--- config.mk ---
export PLATFORM = sky130hd
export DESIGN_NAME = pool_engine_top
export DESIGN_NICKNAME = d
export VERILOG_FILES = /design/src/pool_cmd_pkg.sv /design/src/pixel_pkg.sv /design/src/stream_fifo.sv /design/src/pool_cmd_ctrl.sv /design/src/line_buffer.sv /design/src/window_max.sv /design/src/pool_engine_top.sv
export VERILOG_INCLUDE_DIRS = /design/src /design/src/src
export SDC_FILE = /design/constraint.sdc
export NUM_CORES = 2
export LEC_CHECK = 0
export BUFFER_PORTS_ARGS = -buffer_cell sky130_fd_sc_hd__buf_2
export CAP_MARGIN = 20
export CORE_ASPECT_RATIO = 2
export CORE_MARGIN = 2
export CORE_UTILIZATION = 55
export DETAILED_ROUTE_END_ITERATION = 8
export GPL_TIMING_DRIVEN = 1
export PLACE_DENSITY = 0.71
export SLEW_MARGIN = 20
export SYNTH_ARGS = -nofsm -noshare
export SYNTH_HDL_FRONTEND = slang
export SYNTH_SLANG_ARGS = --single-unit
--- constraint.sdc ---
create_clock -name clk -period 10.7 [get_ports clk]
set_input_delay 0 -clock clk [delete_from_list [all_inputs] [get_ports clk]]
set_output_delay 0 -clock clk [all_outputs]
set_load 0.03 [all_outputs]
--- src/pool_config.svh ---
`ifndef POOL_CONFIG_SVH
`define POOL_CONFIG_SVH

////////////////////////////////////////////////////////////////////////////
// Datapath widths
////////////////////////////////////////////////////////////////////////////

// Unsigned pixel
`define POOL_PIXEL_W 16

// Row and column counts
`define POOL_DIM_W 8

// Feature map count
`define POOL_MAP_W 8

////////////////////////////////////////////////////////////////////////////
// Sizing
////////////////////////////////////////////////////////////////////////////

// Widest image, also the depth of each row memory
`define POOL_MAX_COLS 32

// Entries in the input and output FIFOs
`define POOL_FIFO_DEPTH 16

// Column in to result out; doubles as the output almost-full margin
`define POOL_PIPE_DEPTH 4

`endif

--- src/pool_cmd_pkg.sv ---
`default_nettype none

`include "pool_config.svh"

package pool_cmd_pkg;

    // Pooling command as presented on the opcode port
    typedef struct packed {
        logic [`POOL_DIM_W-1:0] img_rows;
        logic [`POOL_DIM_W-1:0] img_cols;
        logic [`POOL_MAP_W-1:0] num_maps;
    } pool_cmd_t;

    // Command controller states
    typedef enum logic [1:0] {
        IDLE,
        START_MAP,
        WAIT_MAP
    } ctrl_state_t;

endpackage

`default_nettype wire

--- src/pixel_pkg.sv ---
`default_nettype none

`include "pool_config.svh"

package pixel_pkg;

    typedef logic [`POOL_PIXEL_W-1:0] pixel_t;

    // One vertical slice of the 3x3 window, top row first
    typedef struct packed {
        pixel_t top;
        pixel_t mid;
        pixel_t bottom;
    } pixel_col_t;

    // Result word, last marks the final window of a map
    typedef struct packed {
        pixel_t value;
        logic   last;
    } pool_out_t;

endpackage

`default_nettype wire

--- src/stream_fifo.sv ---
`timescale 1ns/1ps
`default_nettype none

module stream_fifo #(
    parameter type payload_t = logic [7:0],
    parameter int  DEPTH     = 16,
    parameter int  AF_MARGIN = 1
) (
    input  logic     clk,
    input  logic     rst,
    input  logic     wr_en,
    input  payload_t wr_data,
    input  logic     rd_en,
    output payload_t rd_data,
    output logic     empty,
    output logic     full,
    output logic     almost_full
);

    localparam int PTR_W = (DEPTH > 1) ? $clog2(DEPTH) : 1;
    localparam int CNT_W = $clog2(DEPTH + 1);

    payload_t          mem [DEPTH];
    logic [PTR_W-1:0]  wr_ptr;
    logic [PTR_W-1:0]  rd_ptr;
    logic [CNT_W-1:0]  count;
    logic [CNT_W-1:0]  used;
    logic              do_wr;
    logic              do_rd;

    function automatic logic [PTR_W-1:0] next_ptr(input logic [PTR_W-1:0] p);
        if (p == PTR_W'(DEPTH - 1)) begin
            return '0;
        end
        return p + 1'b1;
    endfunction

    assign do_wr = wr_en && !full;
    assign do_rd = rd_en && !empty;

    assign empty = (count == '0);
    assign full  = (count == CNT_W'(DEPTH));

    // Entry written this cycle already counts as taken
    assign used        = count + CNT_W'(do_wr);
    assign almost_full = (DEPTH - int'(used)) <= AF_MARGIN;

    // Head of the queue is always on the read port
    assign rd_data = mem[rd_ptr];

    always_ff @(posedge clk) begin
        if (do_wr) begin
            mem[wr_ptr] <= wr_data;
        end
    end

    always_ff @(posedge clk) begin
        if (rst) begin
            wr_ptr <= '0;
            rd_ptr <= '0;
            count  <= '0;
        end else begin
            if (do_wr) begin
                wr_ptr <= next_ptr(wr_ptr);
            end
            if (do_rd) begin
                rd_ptr <= next_ptr(rd_ptr);
            end
            case ({do_wr, do_rd})
                2'b10:   count <= count + 1'b1;
                2'b01:   count <= count - 1'b1;
                default: count <= count;
            endcase
        end
    end

endmodule

`default_nettype wire

--- src/pool_cmd_ctrl.sv ---
`timescale 1ns/1ps
`default_nettype none

`include "pool_config.svh"

module pool_cmd_ctrl (
    input  logic                    clk,
    input  logic                    rst,
    input  pool_cmd_pkg::pool_cmd_t opcode,
    input  logic                    opcode_valid,
    input  logic                    res_valid,
    input  logic                    res_last,
    output logic                    opcode_accept,
    output logic                    opcode_complete,
    output pool_cmd_pkg::pool_cmd_t cmd,
    output logic                    map_start
);

    import pool_cmd_pkg::*;

    ctrl_state_t            state;
    logic [`POOL_MAP_W-1:0] map_cnt;
    logic                   map_done;

    // Final window of the running map has reached the output FIFO
    assign map_done = res_valid && res_last;

    // Command register, loaded as the command is taken
    always_ff @(posedge clk) begin
        if (state == IDLE && opcode_valid) begin
            cmd <= opcode;
        end
    end

    ////////////////////////////////////////////////////////////////////////////
    // Map sequencing
    ////////////////////////////////////////////////////////////////////////////

    always_ff @(posedge clk) begin
        if (rst) begin
            state           <= IDLE;
            map_cnt         <= '0;
            opcode_accept   <= 1'b0;
            opcode_complete <= 1'b0;
            map_start       <= 1'b0;
        end else begin
            opcode_accept   <= 1'b0;
            opcode_complete <= 1'b0;
            map_start       <= 1'b0;
            case (state)
                IDLE: begin
                    if (opcode_valid) begin
                        opcode_accept <= 1'b1;
                        map_cnt       <= '0;
                        state         <= START_MAP;
                    end
                end
                START_MAP: begin
                    map_start <= 1'b1;
                    state     <= WAIT_MAP;
                end
                WAIT_MAP: begin
                    if (map_done) begin
                        if (map_cnt == cmd.num_maps - 1'b1) begin
                            opcode_complete <= 1'b1;
                            state           <= IDLE;
                        end else begin
                            // Next map reuses the same geometry
                            map_cnt <= map_cnt + 1'b1;
                            state   <= START_MAP;
                        end
                    end
                end
                default: begin
                    state <= IDLE;
                end
            endcase
        end
    end

endmodule

`default_nettype wire

--- src/line_buffer.sv ---
`timescale 1ns/1ps
`default_nettype none

`include "pool_config.svh"

module line_buffer (
    input  logic                    clk,
    input  logic                    rst,
    input  pool_cmd_pkg::pool_cmd_t cmd,
    input  logic                    map_start,
    input  pixel_pkg::pixel_t       in_pixel,
    input  logic                    in_empty,
    input  logic                    out_almost_full,
    output logic                    in_pop,
    output pixel_pkg::pixel_col_t   col,
    output logic                    col_valid,
    output logic                    win_valid,
    output logic                    win_last
);

    import pixel_pkg::*;

    localparam int ADDR_W = $clog2(`POOL_MAX_COLS);
    localparam int DIM_W  = `POOL_DIM_W;

    // Row memories: row1 holds the row above, row2 the one above that
    pixel_t row1_mem [`POOL_MAX_COLS];
    pixel_t row2_mem [`POOL_MAX_COLS];

    logic              active;
    logic [DIM_W-1:0]  row_cnt;
    logic [DIM_W-1:0]  col_cnt;
    logic [ADDR_W-1:0] addr;
    logic              row_end;
    logic              map_end;
    pixel_t            above1;
    pixel_t            above2;

    // Take a pixel only when the output side can absorb the pipeline
    assign in_pop = active && !in_empty && !out_almost_full;

    assign addr    = col_cnt[ADDR_W-1:0];
    assign row_end = (col_cnt == cmd.img_cols - 1'b1);
    assign map_end = row_end && (row_cnt == cmd.img_rows - 1'b1);

    assign above1 = row1_mem[addr];
    assign above2 = row2_mem[addr];

    ////////////////////////////////////////////////////////////////////////////
    // Row storage and column output
    ////////////////////////////////////////////////////////////////////////////

    // Shift the popped column one row down
    always_ff @(posedge clk) begin
        if (in_pop) begin
            row2_mem[addr] <= above1;
            row1_mem[addr] <= in_pixel;
        end
    end

    // New pixel enters at the bottom of the column
    always_ff @(posedge clk) begin
        if (in_pop) begin
            col <= '{top: above2, mid: above1, bottom: in_pixel};
        end
    end

    ////////////////////////////////////////////////////////////////////////////
    // Raster counters and window flags
    ////////////////////////////////////////////////////////////////////////////

    always_ff @(posedge clk) begin
        if (rst) begin
            active    <= 1'b0;
            row_cnt   <= '0;
            col_cnt   <= '0;
            col_valid <= 1'b0;
            win_valid <= 1'b0;
            win_last  <= 1'b0;
        end else begin
            col_valid <= in_pop;
            // Full 3x3 window once two rows and two columns are behind us
            win_valid <= in_pop && (row_cnt >= DIM_W'(2)) && (col_cnt >= DIM_W'(2));
            win_last  <= in_pop && map_end;

            if (map_start) begin
                active <= 1'b1;
            end

            if (in_pop) begin
                if (map_end) begin
                    active  <= 1'b0;
                    row_cnt <= '0;
                    col_cnt <= '0;
                end else if (row_end) begin
                    col_cnt <= '0;
                    row_cnt <= row_cnt + 1'b1;
                end else begin
                    col_cnt <= col_cnt + 1'b1;
                end
            end
        end
    end

endmodule

`default_nettype wire

--- src/window_max.sv ---
`timescale 1ns/1ps
`default_nettype none

`include "pool_config.svh"

module window_max (
    input  logic                  clk,
    input  logic                  rst,
    input  pixel_pkg::pixel_col_t col,
    input  logic                  col_valid,
    input  logic                  win_valid,
    input  logic                  win_last,
    output pixel_pkg::pool_out_t  res,
    output logic                  res_valid
);

    import pixel_pkg::*;

    localparam int PIPE = `POOL_PIPE_DEPTH;

    // Two older columns; the incoming one completes the window
    pixel_col_t      col_d1;
    pixel_col_t      col_d2;
    pixel_t          win [9];
    pixel_t          lvl1 [5];
    pixel_t          lvl2 [3];
    pixel_t          lvl3 [2];
    pixel_t          res_value;
    logic [PIPE-1:0] vld_sr;
    logic [PIPE-1:0] last_sr;

    function automatic pixel_t max2(input pixel_t a, input pixel_t b);
        return (a > b) ? a : b;
    endfunction

    always_ff @(posedge clk) begin
        if (col_valid) begin
            col_d1 <= col;
            col_d2 <= col_d1;
        end
    end

    assign win = '{col.top,    col.mid,    col.bottom,
                   col_d1.top, col_d1.mid, col_d1.bottom,
                   col_d2.top, col_d2.mid, col_d2.bottom};

    ////////////////////////////////////////////////////////////////////////////
    // Compare tree, 9 -> 5 -> 3 -> 2 -> 1
    ////////////////////////////////////////////////////////////////////////////

    always_ff @(posedge clk) begin
        for (int i = 0; i < 4; i++) begin
            lvl1[i] <= max2(win[2*i], win[2*i+1]);
        end
        lvl1[4] <= win[8];

        lvl2[0] <= max2(lvl1[0], lvl1[1]);
        lvl2[1] <= max2(lvl1[2], lvl1[3]);
        lvl2[2] <= lvl1[4];

        lvl3[0] <= max2(lvl2[0], lvl2[1]);
        lvl3[1] <= lvl2[2];

        res_value <= max2(lvl3[0], lvl3[1]);
    end

    // Flags ride alongside the tree, one bit per stage
    always_ff @(posedge clk) begin
        if (rst) begin
            vld_sr  <= '0;
            last_sr <= '0;
        end else begin
            vld_sr  <= {vld_sr[PIPE-2:0], col_valid && win_valid};
            last_sr <= {last_sr[PIPE-2:0], col_valid && win_last};
        end
    end

    assign res       = '{value: res_value, last: last_sr[PIPE-1]};
    assign res_valid = vld_sr[PIPE-1];

endmodule

`default_nettype wire

--- src/pool_engine_top.sv ---
`timescale 1ns/1ps
`default_nettype none

`include "pool_config.svh"

module pool_engine_top (
    input  logic                    clk,
    input  logic                    rst,
    input  pool_cmd_pkg::pool_cmd_t opcode,
    input  logic                    opcode_valid,
    output logic                    opcode_accept,
    output logic                    opcode_complete,
    input  pixel_pkg::pixel_t       datain,
    input  logic                    datain_valid,
    output logic                    datain_ready,
    output pixel_pkg::pool_out_t    dataout,
    output logic                    dataout_valid,
    input  logic                    dataout_ready
);

    import pool_cmd_pkg::*;
    import pixel_pkg::*;

    pixel_t     in_head;
    logic       in_empty;
    logic       in_full;
    logic       in_pop;
    pool_cmd_t  cmd;
    logic       map_start;
    pixel_col_t col;
    logic       col_valid;
    logic       win_valid;
    logic       win_last;
    pool_out_t  res;
    logic       res_valid;
    logic       out_empty;
    logic       out_almost_full;

    assign datain_ready  = !in_full;
    assign dataout_valid = !out_empty;

    ////////////////////////////////////////////////////////////////////////////
    // Input FIFO, command controller, line buffer, max tree, output FIFO
    ////////////////////////////////////////////////////////////////////////////

    stream_fifo #(
        .payload_t (pixel_t),
        .DEPTH     (`POOL_FIFO_DEPTH),
        .AF_MARGIN (1)
    ) u_in_fifo (
        .clk         (clk),
        .rst         (rst),
        .wr_en       (datain_valid),
        .wr_data     (datain),
        .rd_en       (in_pop),
        .rd_data     (in_head),
        .empty       (in_empty),
        .full        (in_full),
        .almost_full ()
    );

    pool_cmd_ctrl u_ctrl (
        .clk             (clk),
        .rst             (rst),
        .opcode          (opcode),
        .opcode_valid    (opcode_valid),
        .res_valid       (res_valid),
        .res_last        (res.last),
        .opcode_accept   (opcode_accept),
        .opcode_complete (opcode_complete),
        .cmd             (cmd),
        .map_start       (map_start)
    );

    line_buffer u_line_buffer (
        .clk             (clk),
        .rst             (rst),
        .cmd             (cmd),
        .map_start       (map_start),
        .in_pixel        (in_head),
        .in_empty        (in_empty),
        .out_almost_full (out_almost_full),
        .in_pop          (in_pop),
        .col             (col),
        .col_valid       (col_valid),
        .win_valid       (win_valid),
        .win_last        (win_last)
    );

    window_max u_window_max (
        .clk       (clk),
        .rst       (rst),
        .col       (col),
        .col_valid (col_valid),
        .win_valid (win_valid),
        .win_last  (win_last),
        .res       (res),
        .res_valid (res_valid)
    );

    // Margin covers every window still inside the max tree
    stream_fifo #(
        .payload_t (pool_out_t),
        .DEPTH     (`POOL_FIFO_DEPTH),
        .AF_MARGIN (`POOL_PIPE_DEPTH)
    ) u_out_fifo (
        .clk         (clk),
        .rst         (rst),
        .wr_en       (res_valid),
        .wr_data     (res),
        .rd_en       (dataout_ready),
        .rd_data     (dataout),
        .empty       (out_empty),
        .full        (),
        .almost_full (out_almost_full)
    );

endmodule

`default_nettype wire

Word level (Yosys, flattened, before mapping)
Memories as Yosys holds them, arrays and structs flattened. A register that Yosys moved wholly into a read port is not among the register bits.
Cells that the tools add are included.
{"block": "totals", "reg_bits": 235, "mem_bits_rw": 1712, "inputBits": 45, "word_cells": 177, "n_memories": 7}
{"name": "u_line_buffer.row1_mem", "depth": 32, "width": 16, "read_ports": 1, "rd_ports_with_merged_regs": 1, "wr": 1, "line_no": "line_buffer.sv:27", "rtl": "pixel_t row1_mem [`POOL_MAX_COLS];"}
{"name": "u_line_buffer.row2_mem", "depth": 32, "width": 16, "read_ports": 1, "rd_ports_with_merged_regs": 1, "wr": 1, "line_no": "line_buffer.sv:28", "rtl": "pixel_t row2_mem [`POOL_MAX_COLS];"}
{"name": "u_out_fifo.mem", "depth": 16, "width": 17, "read_ports": 1, "rd_ports_with_merged_regs": 1, "wr": 1, "line_no": "stream_fifo.sv:23", "rtl": "payload_t mem [DEPTH];"}
{"name": "u_in_fifo.mem", "depth": 16, "width": 16, "read_ports": 1, "rd_ports_with_merged_regs": 1, "wr": 1, "line_no": "stream_fifo.sv:23"}
{"name": "u_window_max.lvl1", "depth": 5, "width": 16, "read_ports": 5, "rd_ports_with_merged_regs": 0, "wr": 5, "line_no": "window_max.sv:25", "rtl": "pixel_t lvl1 [5];"}
{"name": "u_window_max.lvl2", "depth": 3, "width": 16, "read_ports": 3, "rd_ports_with_merged_regs": 0, "wr": 3, "line_no": "window_max.sv:26", "rtl": "pixel_t lvl2 [3];"}
{"name": "+1 memories"}
{"block": "classes", "n_addsub": 16, "n_lt_le_gt_ge": 11, "n_eq_ne": 18, "mux": 60, "bitwise_logic": 3, "reduce_logical": 31}
{"operator": "$gt A16 B16 Y1", "count": 8}
{"operator": "$mux W16", "count": 8}
{"operator": "$mux W8", "count": 7}
{"operator": "$mux W4", "count": 12}
{"operator": "$le A32 B4 Y1 const B", "count": 1}
{"operator": "$mux W1", "count": 25}
{"operator": "$add A8 B1 Y8 const B", "count": 3}
{"operator": "$eq A8 B8 Y1", "count": 3}
{"operator": "$sub A8 B1 Y8 const B", "count": 3}
{"operator": "$pmux W5 S2", "count": 2}
{"operator": "$add A4 B1 Y4 const B", "count": 4}
{"operator": "$eq A4 B4 Y1 const B", "count": 4}
{"operator": "$ge A8 B2 Y1 const B", "count": 2}
{"operator": "$pmux W8 S2", "count": 1}
{"operator": "$logic_and A1 B1 Y1", "count": 14}
{"operator": "$add A5 B1 Y5 const B", "count": 2}
{"operator": "$eq A5 B5 Y1 const B", "count": 2}
{"operator": "$logic_not A5 Y1", "count": 2}
{"operator": "$mux W5", "count": 2}
{"operator": "$sub A5 B1 Y5 const B", "count": 2}
{"operator": "$reduce_bool A2 Y1", "count": 4}
{"operator": "$eq A2 B1 Y1 const B", "count": 3}
{"operator": "$eq A2 B2 Y1 const B", "count": 3}
{"operator": "$pmux W2 S3", "count": 1}
{"operator": "other kinds (12)", "count": 21}

Longest topological paths before layout
{"block": "logic_depth", "depth_word": 14, "ltp_mapped": 19, "mapped_depth_nobuf": 18}

Modules after synthesis
A second synthesis with hierarchy kept.
{"block": "unflattened", "cells_unflattened": 4066, "area_unflattened_um2": 77560.6}
{"module": "line_buffer", "instances": 1, "cells_per_inst": 1791, "area_each_um2": 41697.5, "seq_area_each_um2": 32691.4}
{"module": "window_max", "instances": 1, "cells_per_inst": 1080, "area_each_um2": 12453.2, "seq_area_each_um2": 6566.3}
{"module": "stream_fifo at u_out_fifo", "instances": 1, "cells_per_inst": 546, "area_each_um2": 11193.2, "seq_area_each_um2": 8508.2}
{"module": "stream_fifo at u_in_fifo", "instances": 1, "cells_per_inst": 523, "area_each_um2": 10596.4, "seq_area_each_um2": 8027.7}
{"module": "pool_cmd_ctrl", "instances": 1, "cells_per_inst": 124, "area_each_um2": 1612.8, "seq_area_each_um2": 980.9}
{"module": "pool_engine_top", "instances": 1, "cells_per_inst": 2, "area_each_um2": 7.5, "seq_area_each_um2": 0.0}

Least setup slack after synthesis
Ideal clock, no wire load.
{"block": "synth_path", "path_kind": "reg2reg", "startpoint": "register u_out_fifo.count[1]", "endpoint": "memory u_line_buffer.row1_mem[0][0] in the netlist's numbering, enable pin", "arrival_time_ns": 4.664, "setup_slack_ns": 5.615, "stages_incl_launch_ff": 13, "path_buffers": 1, "synth_period_minus_slack_ns": 5.085, "path_cell_list": "dfxtp_1 > nor4_1 > a21boi_1 > ha_1 > ha_1 > and3b_1 > o22a_1 > o21ai_1 > o211ai_2 > inv_1 > buf_2 > nand2_1 > nor2_1"}
{"block": "synth_via", "elab_chain_cells": 10}
{"item": "from (decl)", "line_no": "stream_fifo.sv:26", "rtl": "logic [CNT_W-1:0] count;"}
{"item": "from (signal assigned)", "line_no": "stream_fifo.sv:70", "rtl": "2'b10: count <= count + 1'b1;"}
{"item": "from (signal assigned)", "line_no": "stream_fifo.sv:71", "rtl": "2'b01: count <= count - 1'b1;"}
{"item": "from (signal assigned)", "line_no": "stream_fifo.sv:72", "rtl": "default: count <= count;"}
{"item": "$eq A5 B5 Y1", "line_no": "stream_fifo.sv:42", "rtl": "assign full = (count == CNT_W'(DEPTH));"}
{"item": "$logic_not A1 Y1", "line_no": "stream_fifo.sv:38", "rtl": "assign do_wr = wr_en && !full;"}
{"item": "$logic_and A1 B1 Y1", "line_no": "stream_fifo.sv:38"}
{"item": "via u_out_fifo.do_wr", "line_no": "stream_fifo.sv:28", "rtl": "logic do_wr;"}
{"item": "$add A5 B1 Y5", "line_no": "stream_fifo.sv:45", "rtl": "assign used = count + CNT_W'(do_wr);"}
{"item": "$sub A5 B5 Y6", "line_no": "stream_fifo.sv:46", "rtl": "assign almost_full = (DEPTH - int'(used)) <= AF_MARGIN;"}
{"item": "$le A32 B4 Y1", "line_no": "stream_fifo.sv:46"}
{"item": "$logic_not A1 Y1", "line_no": "line_buffer.sv:40", "rtl": "assign in_pop = active && !in_empty && !out_almost_full;"}
{"item": "$logic_and A1 B1 Y1", "line_no": "line_buffer.sv:40"}
{"item": "via in_pop", "line_no": "pool_engine_top.sv:27", "rtl": "logic in_pop;"}
{"item": "$mux W1", "line_no": "line_buffer.sv:55", "rtl": "if (in_pop) begin"}
{"item": "$mux W1 (not written as such)", "line_no": "line_buffer.sv:57", "rtl": "row1_mem[addr] <= in_pixel;"}
{"item": "to (decl)", "line_no": "line_buffer.sv:27"}
The timed path passes the listed nets, and every way through them passes these cells.

Final worst setup path
{"block": "layout_path", "startpoint": "register u_out_fifo.count[1]", "endpoint": "memory u_line_buffer.row2_mem[25][8] in the netlist's numbering, enable pin"}
{"block": "layout_via", "elab_chain_cells": 10}
{"item": "$eq A5 B5 Y1", "line_no": "stream_fifo.sv:42"}
{"item": "$logic_not A1 Y1", "line_no": "stream_fifo.sv:38"}
{"item": "$logic_and A1 B1 Y1", "line_no": "stream_fifo.sv:38"}
{"item": "via u_out_fifo.do_wr", "line_no": "stream_fifo.sv:28"}
{"item": "$add A5 B1 Y5", "line_no": "stream_fifo.sv:45"}
{"item": "$sub A5 B5 Y6", "line_no": "stream_fifo.sv:46"}
{"item": "$le A32 B4 Y1", "line_no": "stream_fifo.sv:46"}
{"item": "$logic_not A1 Y1", "line_no": "line_buffer.sv:40"}
{"item": "$logic_and A1 B1 Y1", "line_no": "line_buffer.sv:40"}
{"item": "$mux W1", "line_no": "line_buffer.sv:55"}
{"item": "$mux W1 (not written as such)", "line_no": "line_buffer.sv:56", "rtl": "row2_mem[addr] <= above1;"}
{"item": "to (decl)", "line_no": "line_buffer.sv:28"}
The timed path passes the listed nets, and every way through them passes these cells.

==> metrics <==
clock network power share=39.2%; gate count of the mapped netlist=3770; CP max-delay cell=nand2_1; Clock Latency Late Sink=0.80 ns; Setup crit start=u_out_fifo.count[1]$_SDFFE_PP0P_; fin. max-slew vios=0; combinational fraction of design power=3.5%; Flop pwr share=about 57%; multiplexer area fraction after synthesis=15.8%; total track usage=25.3%; Syn Area/Cell=20.3 sq um; Worst Reg-to-Reg Cells=13; EDFF count, synth=1720; worst-case clock skew=0.0246 ns; required time worst endpoint=11.14 ns; Final Hold Vio Count=0; fmax=175 MHz; largest family of logic cells by synthesized area=multiplexers; Worst Hold End=u_in_fifo.mem[4][13]$_DFFE_PP_; Crit path arrival time=6.16 ns; status=finished, final reports clean; synth unique cells=79; post-route ant nets=0; synthesized area=between 0.07 and 0.08 sq mm; R2R Setup Slk=4.97 ns; top cell type by total area after synthesis=edfxtp_1; RSZ-0062 raised after global routing=false; IO buf count=65; non-filler cells in the finished layout=6005; worst min-delay path class=in2reg; first-pass GRT wire length=255 mm; DIE AREA=roughly 0.14 sq mm; crit end category=flip-flop; Max VDD drop=0.173 mV; vias in the first global route=38800; pin count of the biggest net entering global routing=91; post-layout minimum cycle time=5.73 ns; #FFs+latches synth=just under 2000; vias post-DR=36600; core area=between 0.1 and 0.15 sq mm; root buffer cell=clkbuf_16; switching fraction of total power=20.8%; PnR worst setup slack=between 4 and 5 ns; Initial Util=a little under three fifths; Final nets=4218; Worst-Margin Slew=1.10 ns; simple-gate share of the synthesized area=approximately 2.7%; H-tree levels=4; CP Class=reg2reg; per-cell routed wire length=around 29 um; family with the most delay on the worst path=simple AND/OR/NAND/NOR gates; post_cts resized=0; Remaining Overflow, GRT=0; worst path bufs/invs=3; share of cells above drive strength 1=26.6%; clock tree sinks=1976; metal2 WL=approximately 100 mm; Max-slew headroom=26.6%; ys async rst share=0%; initial antenna violation count=5; clock slew at reported path FFs=0.06 ns; DP Wirelength=roughly 110 mm; post-synthesis adder-cell area fraction=between 2 and 3%; CTS tree=built; Synth top area share=67.6%; setup TNS=0 ns; max cap viols=0; max layer used=met5; setup violators final=0; pwr/cell area=~180 mW/mm^2; internal power=11.9 mW; Seq/Total Area, Yosys=74.3%; wirelength, routed=175 mm; Compound-Gate Fraction of Synth Area=roughly 2.4%; vias per cell=6.10; Met3 Wirelength=approximately 7.6 mm; Leakage=27.6 nW; top post-synthesis cells by area=edfxtp_1, mux4_2, dfxtp_1; fraction of the cycle the final worst path needs=53.5%; R2R Path End=u_line_buffer.row2_mem[25][8]$_DFFE_PP_; DRC violations left=0; clk buf depth=3; Row Count=193; Placer Congestion=approximately 0.87; Main synth FF type=edfxtp_1; Initial DRC Count=2913; Setup WS pre-CTS=4.89 ns; CP Launch Type=flip-flop; Synth Area in XOR/XNOR=0.606%; met1 WL=55.0 mm; max incr delay on CP=0.73 ns; sw power=3.13 mW; critical path peak fanout=52; Die Wd=267 um; post-placement cell count=5629; Layout area overhead=12.2%; worst r2r src=u_out_fifo.count[1]$_SDFFE_PP0P_; Hold Path Origin=datain[13]; syn nets=3974; Hold Path Cell Cnt=2; # IOs=66; crit-path cells=nor4_1 > a21boi_1 > ha_1 > ha_1 > nor4bb_1 > o21ai_0 > o21ai_1 > o211ai_2 > inv_2 > buf_4 > nand2_1 > nor2_4 > buf_4; Pre-antenna DRT Iters=7; Num CTS Buffers=162; die height=531 um; Ys Warns=0
==> what timing repair did <==
item / 4_1_cts / 5_1_grt
buffers inserted: 0 / 0
hold endpoints to repair: 354 / 0
hold buffers: 69 / 0
==> cells in the final DEF (no fill, tap or decap), types with 46 or more instances in the layout <==
master,Yosys,final
a21oi_1,51,51
a22oi_1,48,48
buf_2,49,65
buf_4,2,83
clkbuf_16,0,169
dfxtp_1,256,244
dlygate4sd3_1,0,69
edfxtp_1,1720,1720
ha_1,158,158
inv_1,157,155
mux2_2,145,145
mux4_2,453,453
nand2_1,61,61
nor2_1,122,65
o21ai_0,46,46
==> worst max path at each step <==
stage	endpoint	slack [ns]	cells after the start
floorplan	u_line_buffer.row1_mem[0][0]$_DFFE_PP_	5.62	12
global placement	u_line_buffer.row2_mem[14][7]$_DFFE_PP_	4.81	12
detailed placement	u_line_buffer.row2_mem[25][6]$_DFFE_PP_	4.89	13
CTS	u_line_buffer.row2_mem[25][8]$_DFFE_PP_	4.87	13
global route	u_line_buffer.row2_mem[8][12]$_DFFE_PP_	4.63	12
finish	u_line_buffer.row2_mem[25][8]$_DFFE_PP_	4.97	13
==> power by group through the flow <==
stage,clock network [mW],registers (mW),logic [mW]
floorplan,0,8.71,0.325
global placement,0,8.75,0.495
detailed placement,0,8.76,0.508
CTS,5.98,8.59,0.529
global route,6.23,8.60,0.561
finish,5.89,8.59,0.523
==> cells in the mapped netlist, drive strengths merged (7+ instances only) <==
| master | n |
|---|---|
| edfxtp | 1720 |
| mux4 | 453 |
| dfxtp | 256 |
| ha | 158 |
| inv | 157 |
| mux2 | 145 |
| nor2 | 123 |
| clkbuf | 91 |
| buf | 62 |
| nand2 | 62 |
| a21oi | 54 |
| a22oi | 48 |
| o21ai | 48 |
| nand4 | 36 |
| a21o | 30 |
| xor2 | 27 |
| xnor2 | 25 |
| nor2b | 23 |
| o21a | 23 |
| and3 | 21 |
| mux2i | 21 |
| nand2b | 21 |
| nor3 | 21 |
| nand3 | 18 |
| nor4 | 15 |
| or3 | 10 |
| a2111oi | 8 |
| a211oi | 7 |
| nand3b | 7 |
| or2 | 7 |
==> flip-flops by register name, summed over array words and instances (netlist names), 16 cells and up, named ones only <==
register	cells
u_line_buffer.row2_mem	512
u_out_fifo.mem	272
u_window_max.lvl1	80
u_line_buffer.col	48
u_ctrl.cmd	24
u_in_fifo.mem	256
u_window_max.res_value	16
u_window_max.lvl2	48
u_line_buffer.row1_mem	512
u_window_max.lvl3	32
u_window_max.col_d2	48
u_window_max.col_d1	48
==> per-layer routing <==
metal	vias to the layer above	GRT usage [%]
met5	-	0
met4	2	14.8
met3	418	3.19
met2	1249	49.0
met1	19200	25.4
li1	15700	-
==> cells by family after synthesis <==
logic type,after synthesis
AO/OA/AOI/OAI,262
XOR/XNOR,52
adder cells (fa/ha/maj),159
buffers and inverters,310
flip-flops,1976
multiplexers,619
AND/OR/NAND/NOR,392
==> metrics by stage <==
stage	util, %	cell area, sq um	total power, mW	hold WS (ns)
floorplan	-	76400	9.04	0.0989
global placement	57.5	79400	9.25	0.178
detailed placement	57.6	79600	9.27	0.178
CTS	61.9	85500	15.1	0.0510
global route	62.0	85700	15.4	0.114
finish	62.0	85700	15.0	0.116
==> layout make-up <==
type,count,area [sq um]
Antenna cell,12,30.0
Clock buffer,212,4460
Clock inverter,79,773
Fill cell,9508,52500
Inverter,157,589
Multi-Input combinational cell,1484,18700
Sequential cell,1976,56800
Tap cell,1852,2320
Timing Repair Buffer,233,1970
Power figures use the tool's default switching activity.
